--- config.mk ---
export PLATFORM = sky130hd
export DESIGN_NAME = ssr_streamer
export DESIGN_NICKNAME = d
export VERILOG_FILES = /design/src/logic/ssr_cfg_pkg.sv /design/src/logic/ssr_mem_pkg.sv /design/src/logic/ssr_addr_gen.sv /design/src/logic/ssr_cfg_demux.sv /design/src/logic/ssr_fifo.sv /design/src/logic/ssr_lane.sv /design/src/logic/ssr_mem_arbiter.sv /design/src/logic/ssr_streamer.sv
export SDC_FILE = /design/constraint.sdc
export NUM_CORES = 1
export LEC_CHECK = 0
export BUFFER_PORTS_ARGS = -buffer_cell sky130_fd_sc_hd__buf_2
export CORE_ASPECT_RATIO = 2
export CORE_MARGIN = 2
export CORE_UTILIZATION = 57
export CTS_CLUSTER_DIAMETER = 200
export DETAILED_ROUTE_END_ITERATION = 12
export PLACE_DENSITY = 0.87
export SLEW_MARGIN = 20
export SYNTH_ARGS = -nofsm -noshare
export SYNTH_HDL_FRONTEND = slang
export SYNTH_SLANG_ARGS = --single-unit
--- constraint.sdc ---
create_clock -name clk_i -period 4.6 [get_ports clk_i]
set_clock_uncertainty 0.15 [all_clocks]
set_input_delay 1.15 -clock clk_i [delete_from_list [all_inputs] [get_ports clk_i]]
set_output_delay 1.15 -clock clk_i [all_outputs]
set_load 0.05 [all_outputs]
--- src/logic/ssr_cfg_pkg.sv ---
/*
 * Lane count, counter widths, credit depth and the
 * configuration register map of the streamer lanes.
 */

`default_nettype none

package ssr_cfg_pkg;

  localparam int unsigned NumLanes     = 2;
  localparam int unsigned LaneIdxWidth = (NumLanes > 1) ? $clog2(NumLanes) : 1;
  typedef logic [LaneIdxWidth-1:0] lane_idx_t;

  // Data FIFO depth per lane; also the number of credits.
  localparam int unsigned DataCredits    = 4;
  localparam int unsigned CreditWidth    = $clog2(DataCredits + 1);
  localparam int unsigned MaxOutstanding = NumLanes * DataCredits;

  localparam int unsigned BoundWidth = 8;
  localparam int unsigned RptWidth   = 4;

  typedef logic [4:0]  cfg_word_t;
  typedef logic [31:0] cfg_data_t;

  // Register words. Bounds hold the iteration count minus one.
  localparam cfg_word_t RegStatus  = 5'd0;
  localparam cfg_word_t RegRepeat  = 5'd1;
  localparam cfg_word_t RegBound0  = 5'd2;
  localparam cfg_word_t RegBound1  = 5'd3;
  localparam cfg_word_t RegStride0 = 5'd4;
  localparam cfg_word_t RegStride1 = 5'd5;
  localparam cfg_word_t RegRptr    = 5'd6;
  localparam cfg_word_t RegWptr    = 5'd7;

endpackage

`default_nettype wire

--- src/logic/ssr_mem_pkg.sv ---
/*
 * Memory-side widths and types for the stream-register subsystem.
 * Addresses count words, not bytes.
 */

`default_nettype none

package ssr_mem_pkg;

  // Word-address width of the memory port.
  localparam int unsigned AddrWidth = 16;

  // Width of one data word.
  localparam int unsigned DataWidth = 32;

  typedef logic [AddrWidth-1:0] addr_t;
  typedef logic [DataWidth-1:0] data_t;

endpackage

`default_nettype wire

--- src/logic/ssr_addr_gen.sv ---
/*
 * Configuration registers and two-level address loop of one lane.
 * Address sequence is base + i*stride0 + j*stride1, inner index i.
 */

`default_nettype none

module ssr_addr_gen (
  input  logic                              clk_i,
  input  logic                              rst_n_i,
  input  logic                              cfg_write_i,
  input  ssr_cfg_pkg::cfg_word_t            cfg_word_i,
  input  ssr_cfg_pkg::cfg_data_t            cfg_wdata_i,
  output ssr_cfg_pkg::cfg_data_t            cfg_rdata_o,
  output logic                              cfg_wready_o,
  input  logic                              drained_i,
  output logic [ssr_cfg_pkg::RptWidth-1:0]  rep_o,
  output logic                              write_o,
  output ssr_mem_pkg::addr_t                addr_o,
  output logic                              valid_o,
  input  logic                              ready_i
);
  import ssr_cfg_pkg::*;
  import ssr_mem_pkg::*;

  logic [RptWidth-1:0]   rep_q;
  logic [BoundWidth-1:0] bound0_q, bound1_q;
  logic [BoundWidth-1:0] cnt0_q, cnt1_q;
  addr_t                 stride0_q, stride1_q;
  addr_t                 base_q, addr_q;
  logic                  busy_q, valid_q, write_q;
  logic                  cfg_we, launch, step, inner_wrap, last;

  // No register changes while a job runs.
  assign cfg_we     = cfg_write_i & ~busy_q;
  assign launch     = cfg_we & ((cfg_word_i == RegRptr) | (cfg_word_i == RegWptr));
  assign step       = valid_q & ready_i;
  assign inner_wrap = (cnt0_q == bound0_q);
  assign last       = inner_wrap & (cnt1_q == bound1_q);

  assign cfg_wready_o = ~busy_q;
  assign rep_o        = rep_q;
  assign write_o      = write_q;
  assign addr_o       = addr_q;
  assign valid_o      = valid_q;

  always_ff @(posedge clk_i) begin
    if (!rst_n_i) begin
      rep_q     <= '0;
      bound0_q  <= '0;
      bound1_q  <= '0;
      stride0_q <= '0;
      stride1_q <= '0;
      cnt0_q    <= '0;
      cnt1_q    <= '0;
      busy_q    <= 1'b0;
      valid_q   <= 1'b0;
      write_q   <= 1'b0;
    end else begin
      if (cfg_we) begin
        case (cfg_word_i)
          RegRepeat:  rep_q     <= cfg_wdata_i[RptWidth-1:0];
          RegBound0:  bound0_q  <= cfg_wdata_i[BoundWidth-1:0];
          RegBound1:  bound1_q  <= cfg_wdata_i[BoundWidth-1:0];
          RegStride0: stride0_q <= addr_t'(cfg_wdata_i);
          RegStride1: stride1_q <= addr_t'(cfg_wdata_i);
          default: ;
        endcase
      end
      if (launch) begin
        busy_q  <= 1'b1;
        valid_q <= 1'b1;
        write_q <= (cfg_word_i == RegWptr);
        cnt0_q  <= '0;
        cnt1_q  <= '0;
      end else if (step) begin
        if (inner_wrap) begin
          cnt0_q <= '0;
          cnt1_q <= cnt1_q + 1'b1;
        end else begin
          cnt0_q <= cnt0_q + 1'b1;
        end
        if (last) begin
          valid_q <= 1'b0;
        end
      end else if (busy_q && !valid_q && drained_i) begin
        // Loop is done and every credit is back.
        busy_q <= 1'b0;
      end
    end
  end

  // Row base follows the outer loop; the address follows the inner one.
  always_ff @(posedge clk_i) begin
    if (launch) begin
      base_q <= addr_t'(cfg_wdata_i);
      addr_q <= addr_t'(cfg_wdata_i);
    end else if (step) begin
      if (inner_wrap) begin
        base_q <= base_q + stride1_q;
        addr_q <= base_q + stride1_q;
      end else begin
        addr_q <= addr_q + stride0_q;
      end
    end
  end

  always_comb begin
    cfg_rdata_o = '0;
    case (cfg_word_i)
      RegStatus:        cfg_rdata_o[0] = busy_q;
      RegRepeat:        cfg_rdata_o = cfg_data_t'(rep_q);
      RegBound0:        cfg_rdata_o = cfg_data_t'(bound0_q);
      RegBound1:        cfg_rdata_o = cfg_data_t'(bound1_q);
      RegStride0:       cfg_rdata_o = cfg_data_t'(stride0_q);
      RegStride1:       cfg_rdata_o = cfg_data_t'(stride1_q);
      RegRptr, RegWptr: cfg_rdata_o = cfg_data_t'(addr_q);
      default: ;
    endcase
  end

endmodule

`default_nettype wire

--- src/logic/ssr_cfg_demux.sv ---
/*
 * Configuration decoder: one write strobe per lane, and
 * read-back data and write-ready of the selected lane.
 */

`default_nettype none

module ssr_cfg_demux (
  input  logic                    cfg_valid_i,
  input  ssr_cfg_pkg::lane_idx_t  cfg_lane_i,
  input  logic                    cfg_write_i,
  output logic                    lane_write_o  [ssr_cfg_pkg::NumLanes],
  input  ssr_cfg_pkg::cfg_data_t  lane_rdata_i  [ssr_cfg_pkg::NumLanes],
  input  logic                    lane_wready_i [ssr_cfg_pkg::NumLanes],
  output ssr_cfg_pkg::cfg_data_t  cfg_rdata_o,
  output logic                    cfg_wready_o
);
  import ssr_cfg_pkg::*;

  always_comb begin
    cfg_rdata_o  = '0;
    cfg_wready_o = 1'b0;
    for (int unsigned n = 0; n < NumLanes; n++) begin
      lane_write_o[n] = cfg_valid_i & cfg_write_i & (cfg_lane_i == lane_idx_t'(n));
      if (cfg_lane_i == lane_idx_t'(n)) begin
        cfg_rdata_o  = lane_rdata_i[n];
        cfg_wready_o = lane_wready_i[n];
      end
    end
  end

endmodule

`default_nettype wire

--- src/logic/ssr_fifo.sv ---
/*
 * Registered FIFO, not fall-through, with a type-parameter payload.
 * Push while full and pop while empty are ignored.
 */

`default_nettype none

module ssr_fifo #(
  parameter type         payload_t = logic,
  parameter int unsigned Depth     = 4
) (
  input  logic     clk_i,
  input  logic     rst_n_i,
  input  logic     push_i,
  input  payload_t data_i,
  input  logic     pop_i,
  output payload_t data_o,
  output logic     full_o,
  output logic     empty_o
);

  localparam int unsigned PtrWidth = (Depth > 1) ? $clog2(Depth) : 1;

  payload_t            mem_q [Depth];
  logic [PtrWidth-1:0] wr_ptr_q, rd_ptr_q;
  logic [PtrWidth:0]   count_q;
  logic                do_push, do_pop;

  assign full_o  = (count_q == (PtrWidth + 1)'(Depth));
  assign empty_o = (count_q == '0);
  assign do_push = push_i & ~full_o;
  assign do_pop  = pop_i & ~empty_o;
  assign data_o  = mem_q[rd_ptr_q];

  always_ff @(posedge clk_i) begin
    if (!rst_n_i) begin
      wr_ptr_q <= '0;
      rd_ptr_q <= '0;
      count_q  <= '0;
    end else begin
      if (do_push) begin
        wr_ptr_q <= (wr_ptr_q == PtrWidth'(Depth - 1)) ? '0 : wr_ptr_q + 1'b1;
      end
      if (do_pop) begin
        rd_ptr_q <= (rd_ptr_q == PtrWidth'(Depth - 1)) ? '0 : rd_ptr_q + 1'b1;
      end
      if (do_push != do_pop) begin
        count_q <= do_push ? count_q + 1'b1 : count_q - 1'b1;
      end
    end
  end

  always_ff @(posedge clk_i) begin
    if (do_push) begin
      mem_q[wr_ptr_q] <= data_i;
    end
  end

endmodule

`default_nettype wire

--- src/logic/ssr_lane.sv ---
/*
 * One streamer lane: address generator, data FIFO, credit counter,
 * repetition counter and read/write direction control.
 */

`default_nettype none

module ssr_lane (
  input  logic                    clk_i,
  input  logic                    rst_n_i,
  input  logic                    cfg_write_i,
  input  ssr_cfg_pkg::cfg_word_t  cfg_word_i,
  input  ssr_cfg_pkg::cfg_data_t  cfg_wdata_i,
  output ssr_cfg_pkg::cfg_data_t  cfg_rdata_o,
  output logic                    cfg_wready_o,
  output ssr_mem_pkg::data_t      lane_rdata_o,
  input  ssr_mem_pkg::data_t      lane_wdata_i,
  output logic                    lane_valid_o,
  input  logic                    lane_ready_i,
  output logic                    req_valid_o,
  input  logic                    req_ready_i,
  output ssr_mem_pkg::addr_t      req_addr_o,
  output logic                    req_write_o,
  output ssr_mem_pkg::data_t      req_wdata_o,
  input  logic                    rsp_valid_i,
  input  ssr_mem_pkg::data_t      rsp_rdata_i
);
  import ssr_cfg_pkg::*;
  import ssr_mem_pkg::*;

  data_t                fifo_in, fifo_out;
  logic                 fifo_push, fifo_pop, fifo_full, fifo_empty;
  logic [CreditWidth-1:0] credit_q;
  logic                 has_credit, credit_full, credit_take, credit_give;
  logic [RptWidth-1:0]  rep_max, rep_q;
  logic                 rep_enable, rep_done;
  logic                 agen_valid, agen_ready, agen_write;

  ssr_addr_gen i_addr_gen (
    .clk_i,
    .rst_n_i,
    .cfg_write_i,
    .cfg_word_i,
    .cfg_wdata_i,
    .cfg_rdata_o,
    .cfg_wready_o,
    .drained_i    ( credit_full & fifo_empty ),
    .rep_o        ( rep_max    ),
    .write_o      ( agen_write ),
    .addr_o       ( req_addr_o ),
    .valid_o      ( agen_valid ),
    .ready_i      ( agen_ready )
  );

  ssr_fifo #(
    .payload_t ( data_t      ),
    .Depth     ( DataCredits )
  ) i_fifo (
    .clk_i,
    .rst_n_i,
    .push_i  ( fifo_push  ),
    .data_i  ( fifo_in    ),
    .pop_i   ( fifo_pop   ),
    .data_o  ( fifo_out   ),
    .full_o  ( fifo_full  ),
    .empty_o ( fifo_empty )
  );

  assign agen_ready   = req_valid_o & req_ready_i;
  assign req_write_o  = agen_write;
  // Read requests carry no data, so a stalled request stays stable.
  assign req_wdata_o  = agen_write ? fifo_out : '0;
  assign lane_rdata_o = fifo_out;

  always_comb begin
    if (agen_write) begin
      // In write direction the producer fills the FIFO and memory drains it.
      lane_valid_o = ~fifo_full;
      req_valid_o  = agen_valid & ~fifo_empty & has_credit;
      fifo_push    = lane_ready_i & ~fifo_full;
      fifo_in      = lane_wdata_i;
      rep_enable   = 1'b0;
      fifo_pop     = req_valid_o & req_ready_i;
      credit_take  = fifo_pop;
      credit_give  = rsp_valid_i;
    end else begin
      // In read direction a credit reserves a FIFO slot for each response.
      lane_valid_o = ~fifo_empty;
      req_valid_o  = agen_valid & has_credit;
      fifo_push    = rsp_valid_i;
      fifo_in      = rsp_rdata_i;
      rep_enable   = lane_ready_i & lane_valid_o;
      fifo_pop     = rep_enable & rep_done;
      credit_take  = req_valid_o & req_ready_i;
      credit_give  = rep_enable & rep_done;
    end
  end

  // Free credits start full at reset.
  assign has_credit  = (credit_q != '0);
  assign credit_full = (credit_q == CreditWidth'(DataCredits));
  assign rep_done    = (rep_q == rep_max);

  always_ff @(posedge clk_i) begin
    if (!rst_n_i) begin
      credit_q <= CreditWidth'(DataCredits);
      rep_q    <= '0;
    end else begin
      if (credit_give != credit_take) begin
        credit_q <= credit_give ? credit_q + 1'b1 : credit_q - 1'b1;
      end
      if (rep_enable) begin
        rep_q <= rep_done ? '0 : rep_q + 1'b1;
      end
    end
  end

endmodule

`default_nettype wire

--- src/logic/ssr_mem_arbiter.sv ---
/*
 * Round-robin arbiter from the lanes onto one memory port.
 * An owner FIFO records grants in order and steers responses back.
 */

`default_nettype none

module ssr_mem_arbiter (
  input  logic                clk_i,
  input  logic                rst_n_i,
  input  logic                req_valid_i [ssr_cfg_pkg::NumLanes],
  output logic                req_ready_o [ssr_cfg_pkg::NumLanes],
  input  ssr_mem_pkg::addr_t  req_addr_i  [ssr_cfg_pkg::NumLanes],
  input  logic                req_write_i [ssr_cfg_pkg::NumLanes],
  input  ssr_mem_pkg::data_t  req_wdata_i [ssr_cfg_pkg::NumLanes],
  output logic                rsp_valid_o [ssr_cfg_pkg::NumLanes],
  output ssr_mem_pkg::data_t  rsp_rdata_o [ssr_cfg_pkg::NumLanes],
  output logic                mem_q_valid_o,
  input  logic                mem_q_ready_i,
  output ssr_mem_pkg::addr_t  mem_q_addr_o,
  output logic                mem_q_write_o,
  output ssr_mem_pkg::data_t  mem_q_wdata_o,
  input  logic                mem_p_valid_i,
  input  ssr_mem_pkg::data_t  mem_p_rdata_i
);
  import ssr_cfg_pkg::*;
  import ssr_mem_pkg::*;

  lane_idx_t rr_q, grant, grant_next, own_head;
  logic      found, own_full, own_empty, accept;

  // First requesting lane at or after the pointer.
  always_comb begin
    int unsigned cand;
    grant = rr_q;
    found = 1'b0;
    for (int unsigned k = 0; k < NumLanes; k++) begin
      cand = (rr_q + k) % NumLanes;
      if (!found && req_valid_i[cand]) begin
        grant = lane_idx_t'(cand);
        found = 1'b1;
      end
    end
  end

  assign mem_q_valid_o = found & ~own_full;
  assign mem_q_addr_o  = req_addr_i[grant];
  assign mem_q_write_o = req_write_i[grant];
  assign mem_q_wdata_o = req_wdata_i[grant];
  assign accept        = mem_q_valid_o & mem_q_ready_i;
  assign grant_next    = lane_idx_t'((grant + 1) % NumLanes);

  always_comb begin
    for (int unsigned n = 0; n < NumLanes; n++) begin
      req_ready_o[n] = mem_q_ready_i & mem_q_valid_o & (grant == lane_idx_t'(n));
      rsp_valid_o[n] = mem_p_valid_i & ~own_empty & (own_head == lane_idx_t'(n));
      rsp_rdata_o[n] = mem_p_rdata_i;
    end
  end

  // A stalled grant parks the pointer on itself, so the request stays put.
  always_ff @(posedge clk_i) begin
    if (!rst_n_i) begin
      rr_q <= '0;
    end else if (mem_q_valid_o) begin
      rr_q <= mem_q_ready_i ? grant_next : grant;
    end
  end

  ssr_fifo #(
    .payload_t ( lane_idx_t     ),
    .Depth     ( MaxOutstanding )
  ) i_owner_fifo (
    .clk_i,
    .rst_n_i,
    .push_i  ( accept        ),
    .data_i  ( grant         ),
    .pop_i   ( mem_p_valid_i ),
    .data_o  ( own_head      ),
    .full_o  ( own_full      ),
    .empty_o ( own_empty     )
  );

endmodule

`default_nettype wire

--- src/logic/ssr_streamer.sv ---
/*
 * Stream-register top: configuration decoder, the lanes and
 * the memory arbiter.
 */

`default_nettype none

module ssr_streamer (
  input  logic                    clk_i,
  input  logic                    rst_n_i,
  input  logic                    cfg_valid_i,
  input  ssr_cfg_pkg::lane_idx_t  cfg_lane_i,
  input  ssr_cfg_pkg::cfg_word_t  cfg_word_i,
  input  logic                    cfg_write_i,
  input  ssr_cfg_pkg::cfg_data_t  cfg_wdata_i,
  output ssr_cfg_pkg::cfg_data_t  cfg_rdata_o,
  output logic                    cfg_wready_o,
  output ssr_mem_pkg::data_t      lane_rdata_o [ssr_cfg_pkg::NumLanes],
  input  ssr_mem_pkg::data_t      lane_wdata_i [ssr_cfg_pkg::NumLanes],
  output logic                    lane_valid_o [ssr_cfg_pkg::NumLanes],
  input  logic                    lane_ready_i [ssr_cfg_pkg::NumLanes],
  output logic                    mem_q_valid_o,
  input  logic                    mem_q_ready_i,
  output ssr_mem_pkg::addr_t      mem_q_addr_o,
  output logic                    mem_q_write_o,
  output ssr_mem_pkg::data_t      mem_q_wdata_o,
  input  logic                    mem_p_valid_i,
  input  ssr_mem_pkg::data_t      mem_p_rdata_i
);
  import ssr_cfg_pkg::*;
  import ssr_mem_pkg::*;

  logic      lane_cfg_write  [NumLanes];
  cfg_data_t lane_cfg_rdata  [NumLanes];
  logic      lane_cfg_wready [NumLanes];
  logic      req_valid [NumLanes];
  logic      req_ready [NumLanes];
  addr_t     req_addr  [NumLanes];
  logic      req_write [NumLanes];
  data_t     req_wdata [NumLanes];
  logic      rsp_valid [NumLanes];
  data_t     rsp_rdata [NumLanes];

  ssr_cfg_demux i_cfg_demux (
    .cfg_valid_i,
    .cfg_lane_i,
    .cfg_write_i,
    .lane_write_o  ( lane_cfg_write  ),
    .lane_rdata_i  ( lane_cfg_rdata  ),
    .lane_wready_i ( lane_cfg_wready ),
    .cfg_rdata_o,
    .cfg_wready_o
  );

  for (genvar n = 0; n < NumLanes; n++) begin : gen_lane
    ssr_lane i_lane (
      .clk_i,
      .rst_n_i,
      .cfg_write_i  ( lane_cfg_write[n]  ),
      .cfg_word_i,
      .cfg_wdata_i,
      .cfg_rdata_o  ( lane_cfg_rdata[n]  ),
      .cfg_wready_o ( lane_cfg_wready[n] ),
      .lane_rdata_o ( lane_rdata_o[n]    ),
      .lane_wdata_i ( lane_wdata_i[n]    ),
      .lane_valid_o ( lane_valid_o[n]    ),
      .lane_ready_i ( lane_ready_i[n]    ),
      .req_valid_o  ( req_valid[n]       ),
      .req_ready_i  ( req_ready[n]       ),
      .req_addr_o   ( req_addr[n]        ),
      .req_write_o  ( req_write[n]       ),
      .req_wdata_o  ( req_wdata[n]       ),
      .rsp_valid_i  ( rsp_valid[n]       ),
      .rsp_rdata_i  ( rsp_rdata[n]       )
    );
  end

  ssr_mem_arbiter i_mem_arbiter (
    .clk_i,
    .rst_n_i,
    .req_valid_i ( req_valid ),
    .req_ready_o ( req_ready ),
    .req_addr_i  ( req_addr  ),
    .req_write_i ( req_write ),
    .req_wdata_i ( req_wdata ),
    .rsp_valid_o ( rsp_valid ),
    .rsp_rdata_o ( rsp_rdata ),
    .mem_q_valid_o,
    .mem_q_ready_i,
    .mem_q_addr_o,
    .mem_q_write_o,
    .mem_q_wdata_o,
    .mem_p_valid_i,
    .mem_p_rdata_i
  );

endmodule

`default_nettype wire

## Word level (Yosys, flattened, before mapping)

Memory sizes are Yosys's and may differ from the RTL's. A register that Yosys moved wholly into a read port is not among the register bits.
Cells that the tools add are included.
W data, S select, Z words.

- Reduce and logical (&&, ||, !) cells: 43
- Bitwise operators: 59
- Add/sub/neg operators: 28
- Equal/unequal tests: 31
- $lt $le $gt $ge: 3
- Muxes and demuxes: 94

Operators with widths:

| operator | number |
|---|---|
| $mux W32 | 8 |
| $mux W16 | 15 |
| $pmux W15 S6 | 2 |
| $ge A33 B2 Y1 const B | 2 |
| $not A1 Y33 | 2 |
| $add A16 B16 Y16 | 4 |
| $mux W1 | 46 |
| $and A1 B1 Y1 | 43 |
| $reduce_and A2 Y1 | 18 |
| $add A8 B1 Y8 const B | 4 |
| $eq A8 B8 Y1 | 4 |
| $mux W3 | 8 |
| $eq A5 B3 Y1 const B | 4 |
| $add A3 B1 Y3 const B | 6 |
| $eq A3 B3 Y1 const B | 6 |
| $mux W2 | 8 |
| $mux W8 | 2 |
| $reduce_bool A2 Y1 | 8 |
| $pmux W1 S7 | 2 |
| $add A4 B1 Y4 const B | 3 |
| $mux W4 | 3 |
| $not A1 Y1 | 12 |
| $sub A3 B1 Y3 const B | 4 |
| $eq A5 B2 Y1 const B | 2 |
| other kinds (19) | 42 |

- Bits in writable memories: 264
- Flip-flop bits (word level): 245
- Output and inout bits: 149
- Logic and storage cells: 299
- Memories: 3
- Input port bits: 142

Memories:

| name | depth | bits a word | read ports | clocked after Yosys merged registers in | write ports | line | text |
|---|---|---|---|---|---|---|---|
| gen_lane[0].i_lane.i_fifo.mem_q | 4 | 32 | 1 | 1 | 1 | ssr_fifo.sv:24 | `payload_t mem_q [Depth];` |
| gen_lane[1].i_lane.i_fifo.mem_q | 4 | 32 | 1 | 1 | 1 | ssr_fifo.sv:24 |  |
| i_mem_arbiter.i_owner_fifo.mem_q | 8 | 1 | 1 | 1 | 1 | ssr_fifo.sv:24 |  |

## Depth between registers and ports, before layout

Gate-level depths: netlist (run 1).

- Depth after elaboration: 20
- Depth in mapped cells: 11

## By module

Synthesis (run 1) repeated with hierarchy kept, for this count alone.

- Cell total of the unflattened synthesis: 2449
- Area, all modules: 28427.3 sq um

Modules (own cells, without submodules):

| module | sequential area each (sq um) | times used | area an instance (sq um) | cells an instance |
|---|---|---|---|---|
| ssr_fifo (gen_lane[0].i_lane.i_fifo ...) | 4023.9 | 2 | 5157.4 | 230 |
| ssr_addr_gen (gen_lane[1].i_lane.i_addr_gen) | 2382.3 | 1 | 6472.5 | 738 |
| ssr_addr_gen (gen_lane[0].i_lane.i_addr_gen) | 2382.3 | 1 | 6327.3 | 718 |
| ssr_lane | 140.1 | 2 | 1119.8 | 131 |
| ssr_mem_arbiter | 20.0 | 1 | 1461.4 | 139 |
| ssr_fifo (i_mem_arbiter.i_owner_fifo) | 500.5 | 1 | 1053.5 | 93 |
| ssr_cfg_demux | 0.0 | 1 | 558.0 | 39 |

## Worst setup path before layout (run 1)

Ideal clock, no wire load.

- Path type: in2out
- Start point: input port cfg_word_i[0]
- End point: output port cfg_rdata_o[3]
- Stages on the path: 7
- Path buffers: 3
- Required time: 3.300 ns
- Setup slack: -0.099 ns
- Data arrival time: 3.399 ns
- Cell sequence: clkbuf_1 buf_1 buf_1 mux2i_1 o21ai_0 a221oi_1 a21oi_1

- Word-level cells in the longest chain between the ends: 4
- Elaborated cells on any way between the ends: 11
- Classes of those cells: eq/ne: 7; mux: 3; reduce/logical: 1

Ends and longest elaborated chain:

| element | line | text |
|---|---|---|
| from (decl) | ssr_streamer.sv:13 | `input ssr_cfg_pkg::cfg_word_t cfg_word_i,` |
| $eq A5 B3 Y1 | ssr_addr_gen.sv:110 | `case (cfg_word_i)` |
| $reduce_or A2 Y1 | ssr_addr_gen.sv:110 |  |
| $pmux W15 S6 | ssr_addr_gen.sv:110 |  |
| $mux W32 (*) | ssr_cfg_demux.sv:25 | `if (cfg_lane_i == lane_idx_t'(n)) begin` |
| to (decl) | ssr_streamer.sv:16 | `output ssr_cfg_pkg::cfg_data_t cfg_rdata_o,` |

Every way passes the cells marked *; elsewhere a longest branch is shown, timed or not.

## Final worst setup path (run 1)

- Start point: input port cfg_word_i[3]
- End point: output port cfg_rdata_o[6]

The elaborated chain is that of the path after synthesis.

==> summary.txt, run 1 <==
Outcome
  – Run status: completed

Worst setup path
  – Crit path max fanout: 10
  – Critical path type: input port to primary output
  – Worst reg2reg setup slack: 1250 ps
  – Worst setup SP type: input port
  – Worst r2r src: gen_lane[1].i_lane.i_addr_gen.stride1_q[0]
  – R2R cell count: 11
  – CP arrival: 3110 ps
  – End of the worst register-to-register path: gen_lane[1].i_lane.i_addr_gen.addr_o[14]
  – WP data required: 3300 ps
  – Nature of the critical path endpoint: primary output

Placed design
  – Place WS: 243 ps
  – Count of input and output buffers: 258
  – Routability cong.: 0.960
  – HPWL after DPL: 52700 um

Clock network
  – CTS Sinks: 516
  – H-tree level count: 2
  – TritonCTS clock tree: yes
  – Post-CTS Hold Buffers: 0
  – Root buffer cell: clkbuf_16
  – Reg clk slew, reported paths: 70 ps
  – Longest Clk Path Bufs: 3
  – Setup bufs post-CTS: 0
  – Cts repair resizes: 0
  – CTS Buf Count: 45
  – Worst-skew pair later-pin latency: 570 ps

Run
  – # Max-Cap Violations: 0

Timing
  – Tmin final: 4410 ps
  – Worst slew margin: 0.294
  – Final setup viols: 0
  – Fmax achieved: 0.227 GHz
  – Unrepaired setup endpoints after global routing: false
  – PnR worst setup slack: 193 ps
  – Fin. Hold Viols: 0
  – Max Slew Vio Count: 0
  – Worst slew pin tran: 1050 ps
  – Post-route setup TNS: 0 ps
  – Final Cycle Share: 0.958

Synth
  – Synthesized flop and latch total: 516
  – Post-Syn Area: 25900 um2
  – Async SR Flop Fraction: 0
  – Ys Warns: 0
  – Share of the yosys chip area belonging to registers: 0.525
  – Synth Instances: 2228
  – Cell variety after synth: 71
  – EDFF count, synth: 328
  – Synth Flop Type: edfxtp_1
  – Syn avg cell area: 11.6 um2

Detailed routing
  – Drt first-iter violations: 1173
  – Final wirelength: 72400 um
  – Met3 WL: 4730 um
  – Residual DRC: 0
  – Post-route ant nets: 0
  – Top layer in use: met5
  – Post-DR wirelength/cell: 23.6 um
  – Vias: 19100
  – Metal-1 WL: 22500 um
  – Metal2 WL: 38300 um
  – DR pass1 iterations: 5
  – DR vias/cell: 6.23

Power and ir drop
  – VDD IR max: 314 uV
  – Pwr dens: 415 nW/um2
  – Total leakage power: 11.0 nW

Floorplanning
  – Row Count: 110
  – Die Footprint: 47300 um2
  – Starting Density: 0.576
  – IO Pins: 291
  – Die X-Extent: 155 um
  – Core Area: 45000 um2
  – DIE HEIGHT: 306 um

Cells and area
  – Antenna Cells: 0
  – Area Growth Syn to Fin: 13.6%
  – Fin nets: 2699
  – Layout cells sized above 1: 0.232

Hold path
  – Min-Delay Endpoint: gen_lane[0].i_lane.i_addr_gen.stride0_q[8]
  – Worst Min Path Start: gen_lane[0].i_lane.i_addr_gen.stride0_q[8]
  – Worst min-delay path class: flop to flop
  – Min-Delay Path Depth: 2

GRT
  – Vias in the first global route: 20100
  – Pin count of the biggest net entering global routing: 74
  – Total global routing overflow: 0
  – First-pass GRT wire length: 109000 um
  – GRT Total Usage: 0.303
  – Initial antenna violation count: 2
-- registers in the layout, indices dropped and copies added, names as in the netlist, 4 cells and up, named ones only --
signal	cells
gen_lane.i_lane.i_fifo.rd_ptr_q	4
gen_lane.i_lane.i_fifo.mem_q	256
gen_lane.i_lane.i_addr_gen.bound0_q	16
gen_lane.i_lane.rep_q	8
gen_lane.i_lane.i_addr_gen.cnt0_q	16
gen_lane.i_lane.i_addr_gen.bound1_q	16
gen_lane.i_lane.credit_q	6
gen_lane.i_lane.i_addr_gen.rep_o	8
gen_lane.i_lane.i_addr_gen.stride1_q	32
gen_lane.i_lane.i_addr_gen.addr_o	32
gen_lane.i_lane.i_addr_gen.base_q	32
i_mem_arbiter.i_owner_fifo.mem_q	8
i_mem_arbiter.i_owner_fifo.count_q	4
gen_lane.i_lane.i_fifo.count_q	6
gen_lane.i_lane.i_addr_gen.cnt1_q	16
gen_lane.i_lane.i_fifo.wr_ptr_q	4
gen_lane.i_lane.i_addr_gen.stride0_q	32
-- kinds of logic (layout without fill, tap and decap cells) --
logic type               Yosys count  after routing  share of synthesized area
AND/OR/NAND/NOR                  651            651                      0.116
flip-flops                       516            516                      0.525
AO/OA/AOI/OAI                    417            417                      0.110
multiplexers                     233            233                      0.126
buffers and inverters            177            435                     0.0286
XOR/XNOR                         141            141                     0.0476
adder cells (fa/ha/maj)           92             92                     0.0469
other                              1             16                   0.000145
-- cells in the final DEF, fill, tap and decap left out, drive strengths merged, types with 6 or more instances in the layout --
master and n:
edfxtp 328, buf 309, nand2 297, dfxtp 188, nor2 121, a21oi 105, a21boi 88, mux2 87
ha 82, mux2i 80, xnor2 80, nor2b 68, o21ai 68, mux4 66, xor2 61, clkbuf 53
inv 47, a22o 39, nor3 37, nand3 33, clkinv 19, a221oi 17, a21o 16, conb 16
and2 15, nand4 14, and3 13, or3 12, o21a 10, a31oi 9, fa 9, nand2b 8
a22oi 8, o31ai 8, nor3b 8, nor4 7, a211oi 6, o21bai 6
-- cell usage after synthesis, drive strengths merged, types with 4 or more instances --
master	n	area share
a2111oi	5	0.0024
a211oi	6	0.0017
a21boi	88	0.025
a21o	16	0.0046
a21oi	105	0.021
a221oi	17	0.0057
a22o	39	0.013
a22oi	8	0.0023
a31oi	9	0.0022
and2	15	0.0036
and3	13	0.0031
buf	38	0.0083
clkbuf	95	0.014
dfxtp	188	0.15
edfxtp	328	0.38
fa	9	0.0069
ha	82	0.040
inv	44	0.0064
mux2	87	0.038
mux2i	80	0.031
mux4	66	0.057
nand2	297	0.043
nand2b	8	0.0019
nand3	33	0.0064
nand4	14	0.0034
nor2	121	0.018
nor2b	68	0.016
nor3	37	0.0077
nor3b	8	0.0025
nor4	7	0.0017
o2111ai	4	0.0014
o211a	4	0.0015
o211ai	4	0.0012
o21a	10	0.0029
o21ai	68	0.013
o21bai	6	0.0017
o31ai	8	0.0025
o41ai	5	0.0024
or2	5	0.0012
or3	12	0.0029
xnor2	80	0.027
xor2	61	0.021
-- final cells by class --
cell class              instances  area, um2
inverters                      44        165
flip-flops and latches        516      13600
clock inverters                29        307
multi-input cells            1550      11800
well taps                     560        701
repair buffers                309       1690
fillers                      3309      15500
clock buffers                  53       1210
-- layer usage --
layer / track usage / vias up
met3: 0.0581 / 366
li1: - / 8605
met4: 0.252 / 2
met5: 0 / -
met1: 0.280 / 9188
met2: 0.562 / 905
-- power breakdown --
group	switching, W	leakage, nW	internal, W
Sequential	0.000180	4.48	0.00519
Combinational	0.00199	5.78	0.000963
Clock	0.00172	0.741	0.00218
Total	0.00389	11.0	0.00833
-- worst max-delay path by stage --
stage                             start        endpoint  slack, ps  cells past startpoint
final                     cfg_word_i[3]  cfg_rdata_o[6]        190                      8
after global routing      cfg_word_i[3]  cfg_rdata_o[4]         60                      8
after CTS                 cfg_word_i[3]  cfg_rdata_o[7]        230                      8
after detailed placement  cfg_word_i[3]  cfg_rdata_o[7]        240                      8
after global placement    cfg_word_i[3]  cfg_rdata_o[7]        320                      8
after floorplan           cfg_word_i[0]  cfg_rdata_o[1]         10                      7
-- per-stage QoR --
step	hold WS [ps]	area, um2	power [W]	util	cells
CTS	357	29500	0.0123	0.655	3061
finish	353	29500	0.0122	0.655	3061
global route	374	29500	0.0126	0.655	3061
detailed placement	347	28000	0.00841	0.621	2979
floorplan	309	26100	0.00769	-	2243
global placement	328	28000	0.00829	0.621	2979
-- critical path, cell delays in order --
cell,delay (ps)
buf_2,110
nor2_1,240
nand2_1,230
nor2_1,490
buf_4,280
a221oi_1,130
a21oi_2,180
buf_2,290
No activity file was read; power rests on OpenSTA's default activity.
==> inputs of run 2 (changes only) <==
Settings changed: CORE_MARGIN 2 to 4, CTS_BUF_LIST set to sky130_fd_sc_hd__clkbuf_8.
==> run 2 against run 1 <==
Total power is 2.2% lower. Clock-buffer cell count up 28. Critical path depth is the same. Critical path type unchanged. Non-clock buffer count is 2 lower. Global-route usage decreased by 0.98 points. Largest power group unchanged. Clock power down 6.9%. Maximum frequency down 0.70%. Highest routed layer unchanged. Routed wire length up 1.3%.
==> summary.txt, run 2 (synthesized netlist as in run 1, its figures left out) <==
Cells and area
  – Fin nets: 2724 (was 2699)
  – Commonest non-fill, non-tap cells in the layout: 328 x edfxtp_1, 297 x nand2_1, 257 x buf_2 (unchanged)
  – Leading cell type in the layout, fill and taps excluded: edfxtp_1 (unchanged)
  – Final Cell Area: 29400 um2 (was 29500 um2)
  – Area Growth Syn to Fin: 13.4% (was 13.6%)
  – Largest register FFs: 256 (unchanged)
  – Util after Layout: 0.653 (was 0.655)
  – Fillers: 3322 (was 3309)
  – Layout cells sized above 1: 0.238 (was 0.232)
  – Reg with most FFs: gen_lane.i_lane.i_fifo.mem_q (unchanged)
  – Storage element area: 13600 um2 (unchanged)
  – Area of the multi-input gates: 11800 um2 (about the same)

Timing
  – Max Slew Vio Count: 0 (unchanged)
  – Hold_ws: 360 ps (was 353 ps)
  – Fin. Hold Viols: 0 (unchanged)
  – Unrepaired setup endpoints after global routing: false (unchanged)
  – Tmin final: 4440 ps (was 4410 ps)
  – Post-route setup TNS: 0 ps (unchanged)
  – Worst slew margin: 0.346 (was 0.294)
  – Fmax achieved: 0.225 GHz (was 0.227 GHz)
  – Final setup viols: 0 (unchanged)
  – Worst slew pin tran: 973 ps (was 1050 ps)
  – Final Cycle Share: 0.965 (was 0.958)

Floorplanning
  – Die X-Extent: 159 um (was 155 um)
  – Row Count: 110 (unchanged)
  – IO Pins: 291 (unchanged)
  – Die Footprint: 49200 um2 (was 47300 um2)
  – Starting Density: 0.576 (unchanged)
  – Core Area: 45000 um2 (unchanged)
  – DIE HEIGHT: 310 um (was 306 um)

Detailed routing
  – DR pass1 iterations: 5 (unchanged)
  – DR vias/cell: 6.16 (was 6.23)
  – Post-DR wirelength/cell: 23.6 um (about the same)
  – Final wirelength: 73300 um (was 72400 um)
  – Met3 WL: 4850 um (was 4730 um)
  – Drt first-iter violations: 1306 (was 1173)
  – Residual DRC: 0 (unchanged)
  – Post-route ant nets: 0 (unchanged)
  – Metal2 WL: 38500 um (was 38300 um)
  – Metal-1 WL: 23200 um (was 22500 um)
  – Top layer in use: met5 (unchanged)
  – Vias: 19200 (was 19100)

Placed design
  – Routability cong.: 0.935 (was 0.960)
  – Count of input and output buffers: 258 (unchanged)
  – HPWL after DPL: 53500 um (was 52700 um)
  – Post-placement cell area: 27900 um2 (was 28000 um2)

Worst setup path
  – Worst setup SP type: input port (unchanged)
  – Nature of the critical path endpoint: primary output (unchanged)
  – R2R cell count: 11 (unchanged)
  – Crit path max fanout: 11 (was 10)
  – CP arrival: 3140 ps (was 3110 ps)
  – Critical path type: input port to primary output (unchanged)
  – WP data required: 3300 ps (about the same)

Run
  – # Max-Cap Violations: 0 (unchanged)

Clock network
  – Longest Clk Path Bufs: 3 (unchanged)
  – TritonCTS clock tree: yes (unchanged)
  – Root buffer cell: clkbuf_8 (was clkbuf_16)
  – Worst-skew pair later-pin latency: 640 ps (was 570 ps)
  – Reg clk slew, reported paths: 60 ps (was 70 ps)
  – CTS Buf Count: 72 (was 45)
  – H-tree level count: 3 (was 2)
  – Post-CTS Hold Buffers: 0 (unchanged)
  – CTS Sinks: 516 (unchanged)

GRT
  – Initial antenna violation count: 3 (was 2)
  – Vias in the first global route: 20200 (was 20100)
  – GRT Total Usage: 0.293 (was 0.303)
  – First-pass GRT wire length: 112000 um (was 109000 um)
  – Total global routing overflow: 0 (unchanged)
  – Pin count of the biggest net entering global routing: 98 (was 74)

Outcome
  – Run status: completed (unchanged)

Power and ir drop
  – Pwr dens: 407 nW/um2 (was 415 nW/um2)
  – VDD IR max: 266 uV (was 314 uV)
  – Total leakage power: 11.1 nW (was 11.0 nW)

Hold path
  – Min-Delay Path Depth: 2 (unchanged)
  – Worst min-delay path class: flop to flop (unchanged)
==> run 2: changes by cell type in the layout (fill, tap and decap cells not counted), sizes merged <==
cell,change
clkbuf,+28
diode,+1
inv,+23
buf,-2
clkinv,-5
clkinvlp,+3
==> run 2: layer usage <==
layer	up-vias	track usage
met2	968	0.543
met3	348	0.0556
li1	8659	-
met1	9185	0.280
met5	-	0
met4	2	0.242
==> run 2: path summary, 6_finish.rpt <==
check / startpoint / endpoint / slack, ps
setup / recovery: cfg_word_i[2] / cfg_rdata_o[4] / 160
hold / removal: gen_lane[0].i_lane.i_addr_gen.rep_o[3] / gen_lane[0].i_lane.i_addr_gen.rep_o[3] / 360
setup reg to reg: gen_lane[1].i_lane.i_addr_gen.stride1_q[0] / gen_lane[1].i_lane.i_addr_gen.addr_o[14] / 1260
hold reg to reg: gen_lane[0].i_lane.i_addr_gen.rep_o[3] / gen_lane[0].i_lane.i_addr_gen.rep_o[3] / 360
==> run 2: timing repair <==
action	in CTS	in global routing
gates resized for setup	0	1
setup buffers	0	0
setup endpoints to repair	0	2
==> run 2: per-stage QoR <==
stage | worst slack [ps] | total power (W) | std cells
finish | 162 | 0.0120 | 3109
global route | 85.1 | 0.0125 | 3109
CTS | 191 | 0.0120 | 3108
detailed placement | 206 | 0.00843 | 2977
global placement | 226 | 0.00831 | 2977
floorplan | 12.1 | 0.00769 | 2243
==> run 2: worst max-delay path: stages <==
cell      delay (ps)
buf_2            170
nor3_1           470
nand2_1          290
buf_4            250
o21ai_0          180
a221oi_1         110
a21oi_2          210
buf_2            290
==> run 2: area by class of cell <==
type,instances,share of cell area
sequential,516,0.463
timing repair buffer,307,0.0569
clock buffer,81,0.0379
tap,560,0.0238
antenna,1,0.0000851
clock inverter,50,0.0118
multi-input combinational,1550,0.401
inverter,44,0.00562
==> run 2: report_power, final <==
part | switching, W | leakage [nW] | internal (W)
Clock | 0.00173 | 0.831 | 0.00190
Combinational | 0.00197 | 5.77 | 0.000965
Sequential | 0.000197 | 4.48 | 0.00520
Total | 0.00390 | 11.1 | 0.00806
==> inputs of run 3 (changes only) <==
Clock period 4.6 ns to 5.2 ns, I/O delays scaled along.
==> run 3 against run 2 <==
Combinational power down 11%. Non-clock buffer count shrank 7. Sequential cell count unchanged. Sequential power shrank 12%. Clock power is 9.6% lower. Sequential share of layout area is essentially flat. Register-to-register slack improved by 630 ps. Critical path depth fell by 1.
==> summary.txt, run 3 (synthesized netlist as in run 1, its figures left out) <==
Outcome
  – Run status: completed (unchanged)

Clock network
  – Longest Clk Path Bufs: 3 (unchanged)
  – CTS Buf Count: 70 (was 72)
  – Post-CTS Hold Buffers: 0 (unchanged)
  – TritonCTS clock tree: yes (unchanged)
  – Worst-skew pair later-pin latency: 640 ps (about the same)
  – Setup bufs post-CTS: 0 (unchanged)
  – Cts repair resizes: 0 (unchanged)
  – CTS Sinks: 516 (unchanged)
  – H-tree level count: 3 (unchanged)
  – Reg clk slew, reported paths: 70 ps (was 60 ps)
  – Root buffer cell: clkbuf_8 (unchanged)

Hold path
  – Min-Delay Path Depth: 2 (unchanged)
  – Worst min-delay path class: flop to flop (unchanged)
  – Worst Min Path Start: gen_lane[0].i_lane.i_fifo.rd_ptr_q[0] (was gen_lane[0].i_lane.i_addr_gen.rep_o[3])

Floorplanning
  – Die Footprint: 49200 um2 (unchanged)
  – Die X-Extent: 159 um (unchanged)
  – IO Pins: 291 (unchanged)
  – DIE HEIGHT: 310 um (unchanged)
  – Core Area: 45000 um2 (unchanged)
  – Starting Density: 0.576 (unchanged)
  – Row Count: 110 (unchanged)

Worst setup path
  – Worst r2r src: gen_lane[1].i_lane.i_addr_gen.base_q[0] (was gen_lane[1].i_lane.i_addr_gen.stride1_q[0])
  – Worst setup SP type: input port (unchanged)
  – Critical path type: input port to primary output (unchanged)
  – End of the worst register-to-register path: gen_lane[1].i_lane.i_addr_gen.addr_o[14] (unchanged)
  – Crit path max fanout: 20 (was 11)
  – Slowest stage cell on the critical path: a2111oi_0 (was nor3_1)
  – R2R cell count: 11 (unchanged)
  – Most used cell, CP: buf_2 (unchanged)
  – CP max stage delay: 560 ps (was 470 ps)
  – CP arrival: 3220 ps (was 3140 ps)
  – WP data required: 3750 ps (was 3300 ps)
  – Nature of the critical path endpoint: primary output (unchanged)
  – Worst reg2reg setup slack: 1890 ps (was 1260 ps)
  – Crit-path cells: buf_2 > nor3_2 > buf_4 > a22o_1 > a2111oi_0 > a21oi_1 > buf_2 (was buf_2 > nor3_1 > nand2_1 > buf_4 > o21ai_0 > a221oi_1 > a21oi_2 > buf_2)

GRT
  – GRT Total Usage: 0.292 (was 0.293)
  – Vias in the first global route: 20100 (was 20200)
  – Met2 usage: 0.554 (was 0.543)
  – Total global routing overflow: 0 (unchanged)
  – Pin count of the biggest net entering global routing: 91 (was 98)
  – First-pass GRT wire length: 111000 um (was 112000 um)
  – Top Usage Layer GRT: met2 (unchanged)
  – Met1 Usage GRT: 0.276 (was 0.280)
  – Initial antenna violation count: 7 (was 3)
  – GR Layer Usage met3: 0.0561 (was 0.0556)

Timing
  – Fmax achieved: 0.214 GHz
  – Worst slew pin tran: 1110 ps (was 973 ps)
  – Final setup viols: 0 (unchanged)
  – Worst slew margin: 0.259 (was 0.346)
  – Fin. Hold Viols: 0 (unchanged)
  – Post-route setup TNS: 0 ps (unchanged)
  – Unrepaired setup endpoints after global routing: false (unchanged)
  – Tmin final: 4670 ps
  – Max Slew Vio Count: 0 (unchanged)
  – Final Cycle Share: 0.897

Detailed routing
  – Vias: 19200 (about the same)
  – DR pass1 iterations: 6 (was 5)
  – Residual DRC: 0 (unchanged)
  – Final wirelength: 73100 um (was 73300 um)
  – Drt first-iter violations: 1583 (was 1306)
  – Post-route ant nets: 0 (unchanged)
  – Post-DR wirelength/cell: 23.6 um (about the same)
  – DR vias/cell: 6.17 (was 6.16)

Cells and area
  – Fillers: 3269 (was 3322)
  – Fin nets: 2715 (was 2724)
  – Leading cell type in the layout, fill and taps excluded: edfxtp_1 (unchanged)
  – Largest register FFs: 256 (unchanged)
  – Area Growth Syn to Fin: 13.4% (about the same)
  – Reg with most FFs: gen_lane.i_lane.i_fifo.mem_q (unchanged)
  – Commonest non-fill, non-tap cells in the layout: 328 x edfxtp_1, 297 x nand2_1, 257 x buf_2 (unchanged)
  – Layout cells sized above 1: 0.234 (was 0.238)

Placed design
  – HPWL after DPL: 53100 um (was 53500 um)
  – Count of input and output buffers: 258 (unchanged)
  – Routability cong.: 0.975 (was 0.935)

Run
  – # Max-Cap Violations: 0 (unchanged)

Power and ir drop
  – Pwr Total: 0.0107 W (was 0.0120 W)
  – Total leakage power: 11.0 nW (was 11.1 nW)
  – VDD IR max: 321 uV (was 266 uV)
  – Pwr dens: 362 nW/um2 (was 407 nW/um2)
[run 3: cell count changes in the layout (fill, tap and decap cells not counted), sizes merged]
cell	delta
clkinv	+13
buf	-7
clkinvlp	+1
bufinv	+1
inv	-16
clkbuf	-1
diode	+3
[run 3: how the worst max path moves through the flow]
| stage | start | end | slack (ps) | cells after the start |
|---|---|---|---|---|
| final | cfg_word_i[0] | cfg_rdata_o[5] | 530 | 7 |
| after global routing | cfg_word_i[2] | cfg_rdata_o[3] | 350 | 8 |
| after CTS | cfg_word_i[0] | cfg_rdata_o[5] | 540 | 7 |
| after detailed placement | cfg_word_i[0] | cfg_rdata_o[5] | 550 | 7 |
| after global placement | cfg_word_i[3] | cfg_rdata_o[4] | 620 | 10 |
| after floorplan | cfg_word_i[0] | cfg_rdata_o[3] | 200 | 7 |
[run 3: final cells by class]
class | count | area [um2] | area share
Sequential cell | 516 | 13600 | 0.463
Multi-Input combinational cell | 1550 | 11700 | 0.399
Timing Repair Buffer | 300 | 1700 | 0.0579
Clock buffer | 80 | 1100 | 0.0374
Tap cell | 560 | 701 | 0.0238
Clock inverter | 49 | 388 | 0.0132
Inverter | 44 | 165 | 0.00562
Antenna cell | 4 | 10.0 | 0.000340
[run 3: per-stage QoR]
| step | instances | hold WS, ps | setup slack (ps) | instance area, um2 | util |
|---|---|---|---|---|---|
| final | 3103 | 362 | 534 | 29400 | 0.653 |
| after global routing | 3101 | 385 | 354 | 29400 | 0.653 |
| after CTS | 3095 | 359 | 545 | 29300 | 0.651 |
| after detailed placement | 2966 | 344 | 554 | 27800 | 0.618 |
| after global placement | 2966 | 332 | 619 | 27800 | 0.618 |
| after floorplan | 2243 | 309 | 201 | 26000 | - |
[run 3: routing by layer]
metal	up-vias	part of all wire	wire length, um
met4	6	0.081	5960
li1	8661	-	-
met3	315	0.063	4580
met5	-	0.00066	48
met2	972	0.54	39500
met1	9200	0.32	23000
[run 3: worst max-delay path, delay by kind of cell]
family                 cells  cell delay, ps
buffers and inverters      3             930
AO/OA/AOI/OAI              3             860
AND/OR/NAND/NOR            1             120
[run 3: where the power goes]
group | leakage, nW | internal [W] | total (W) | switching [W]
clock | 0.791 | 0.00173 | 0.00328 | 0.00155
sequential | 4.48 | 0.00460 | 0.00476 | 0.000163
combinational | 5.76 | 0.000855 | 0.00262 | 0.00176
total | 11.0 | 0.00718 | 0.0107 | 0.00347
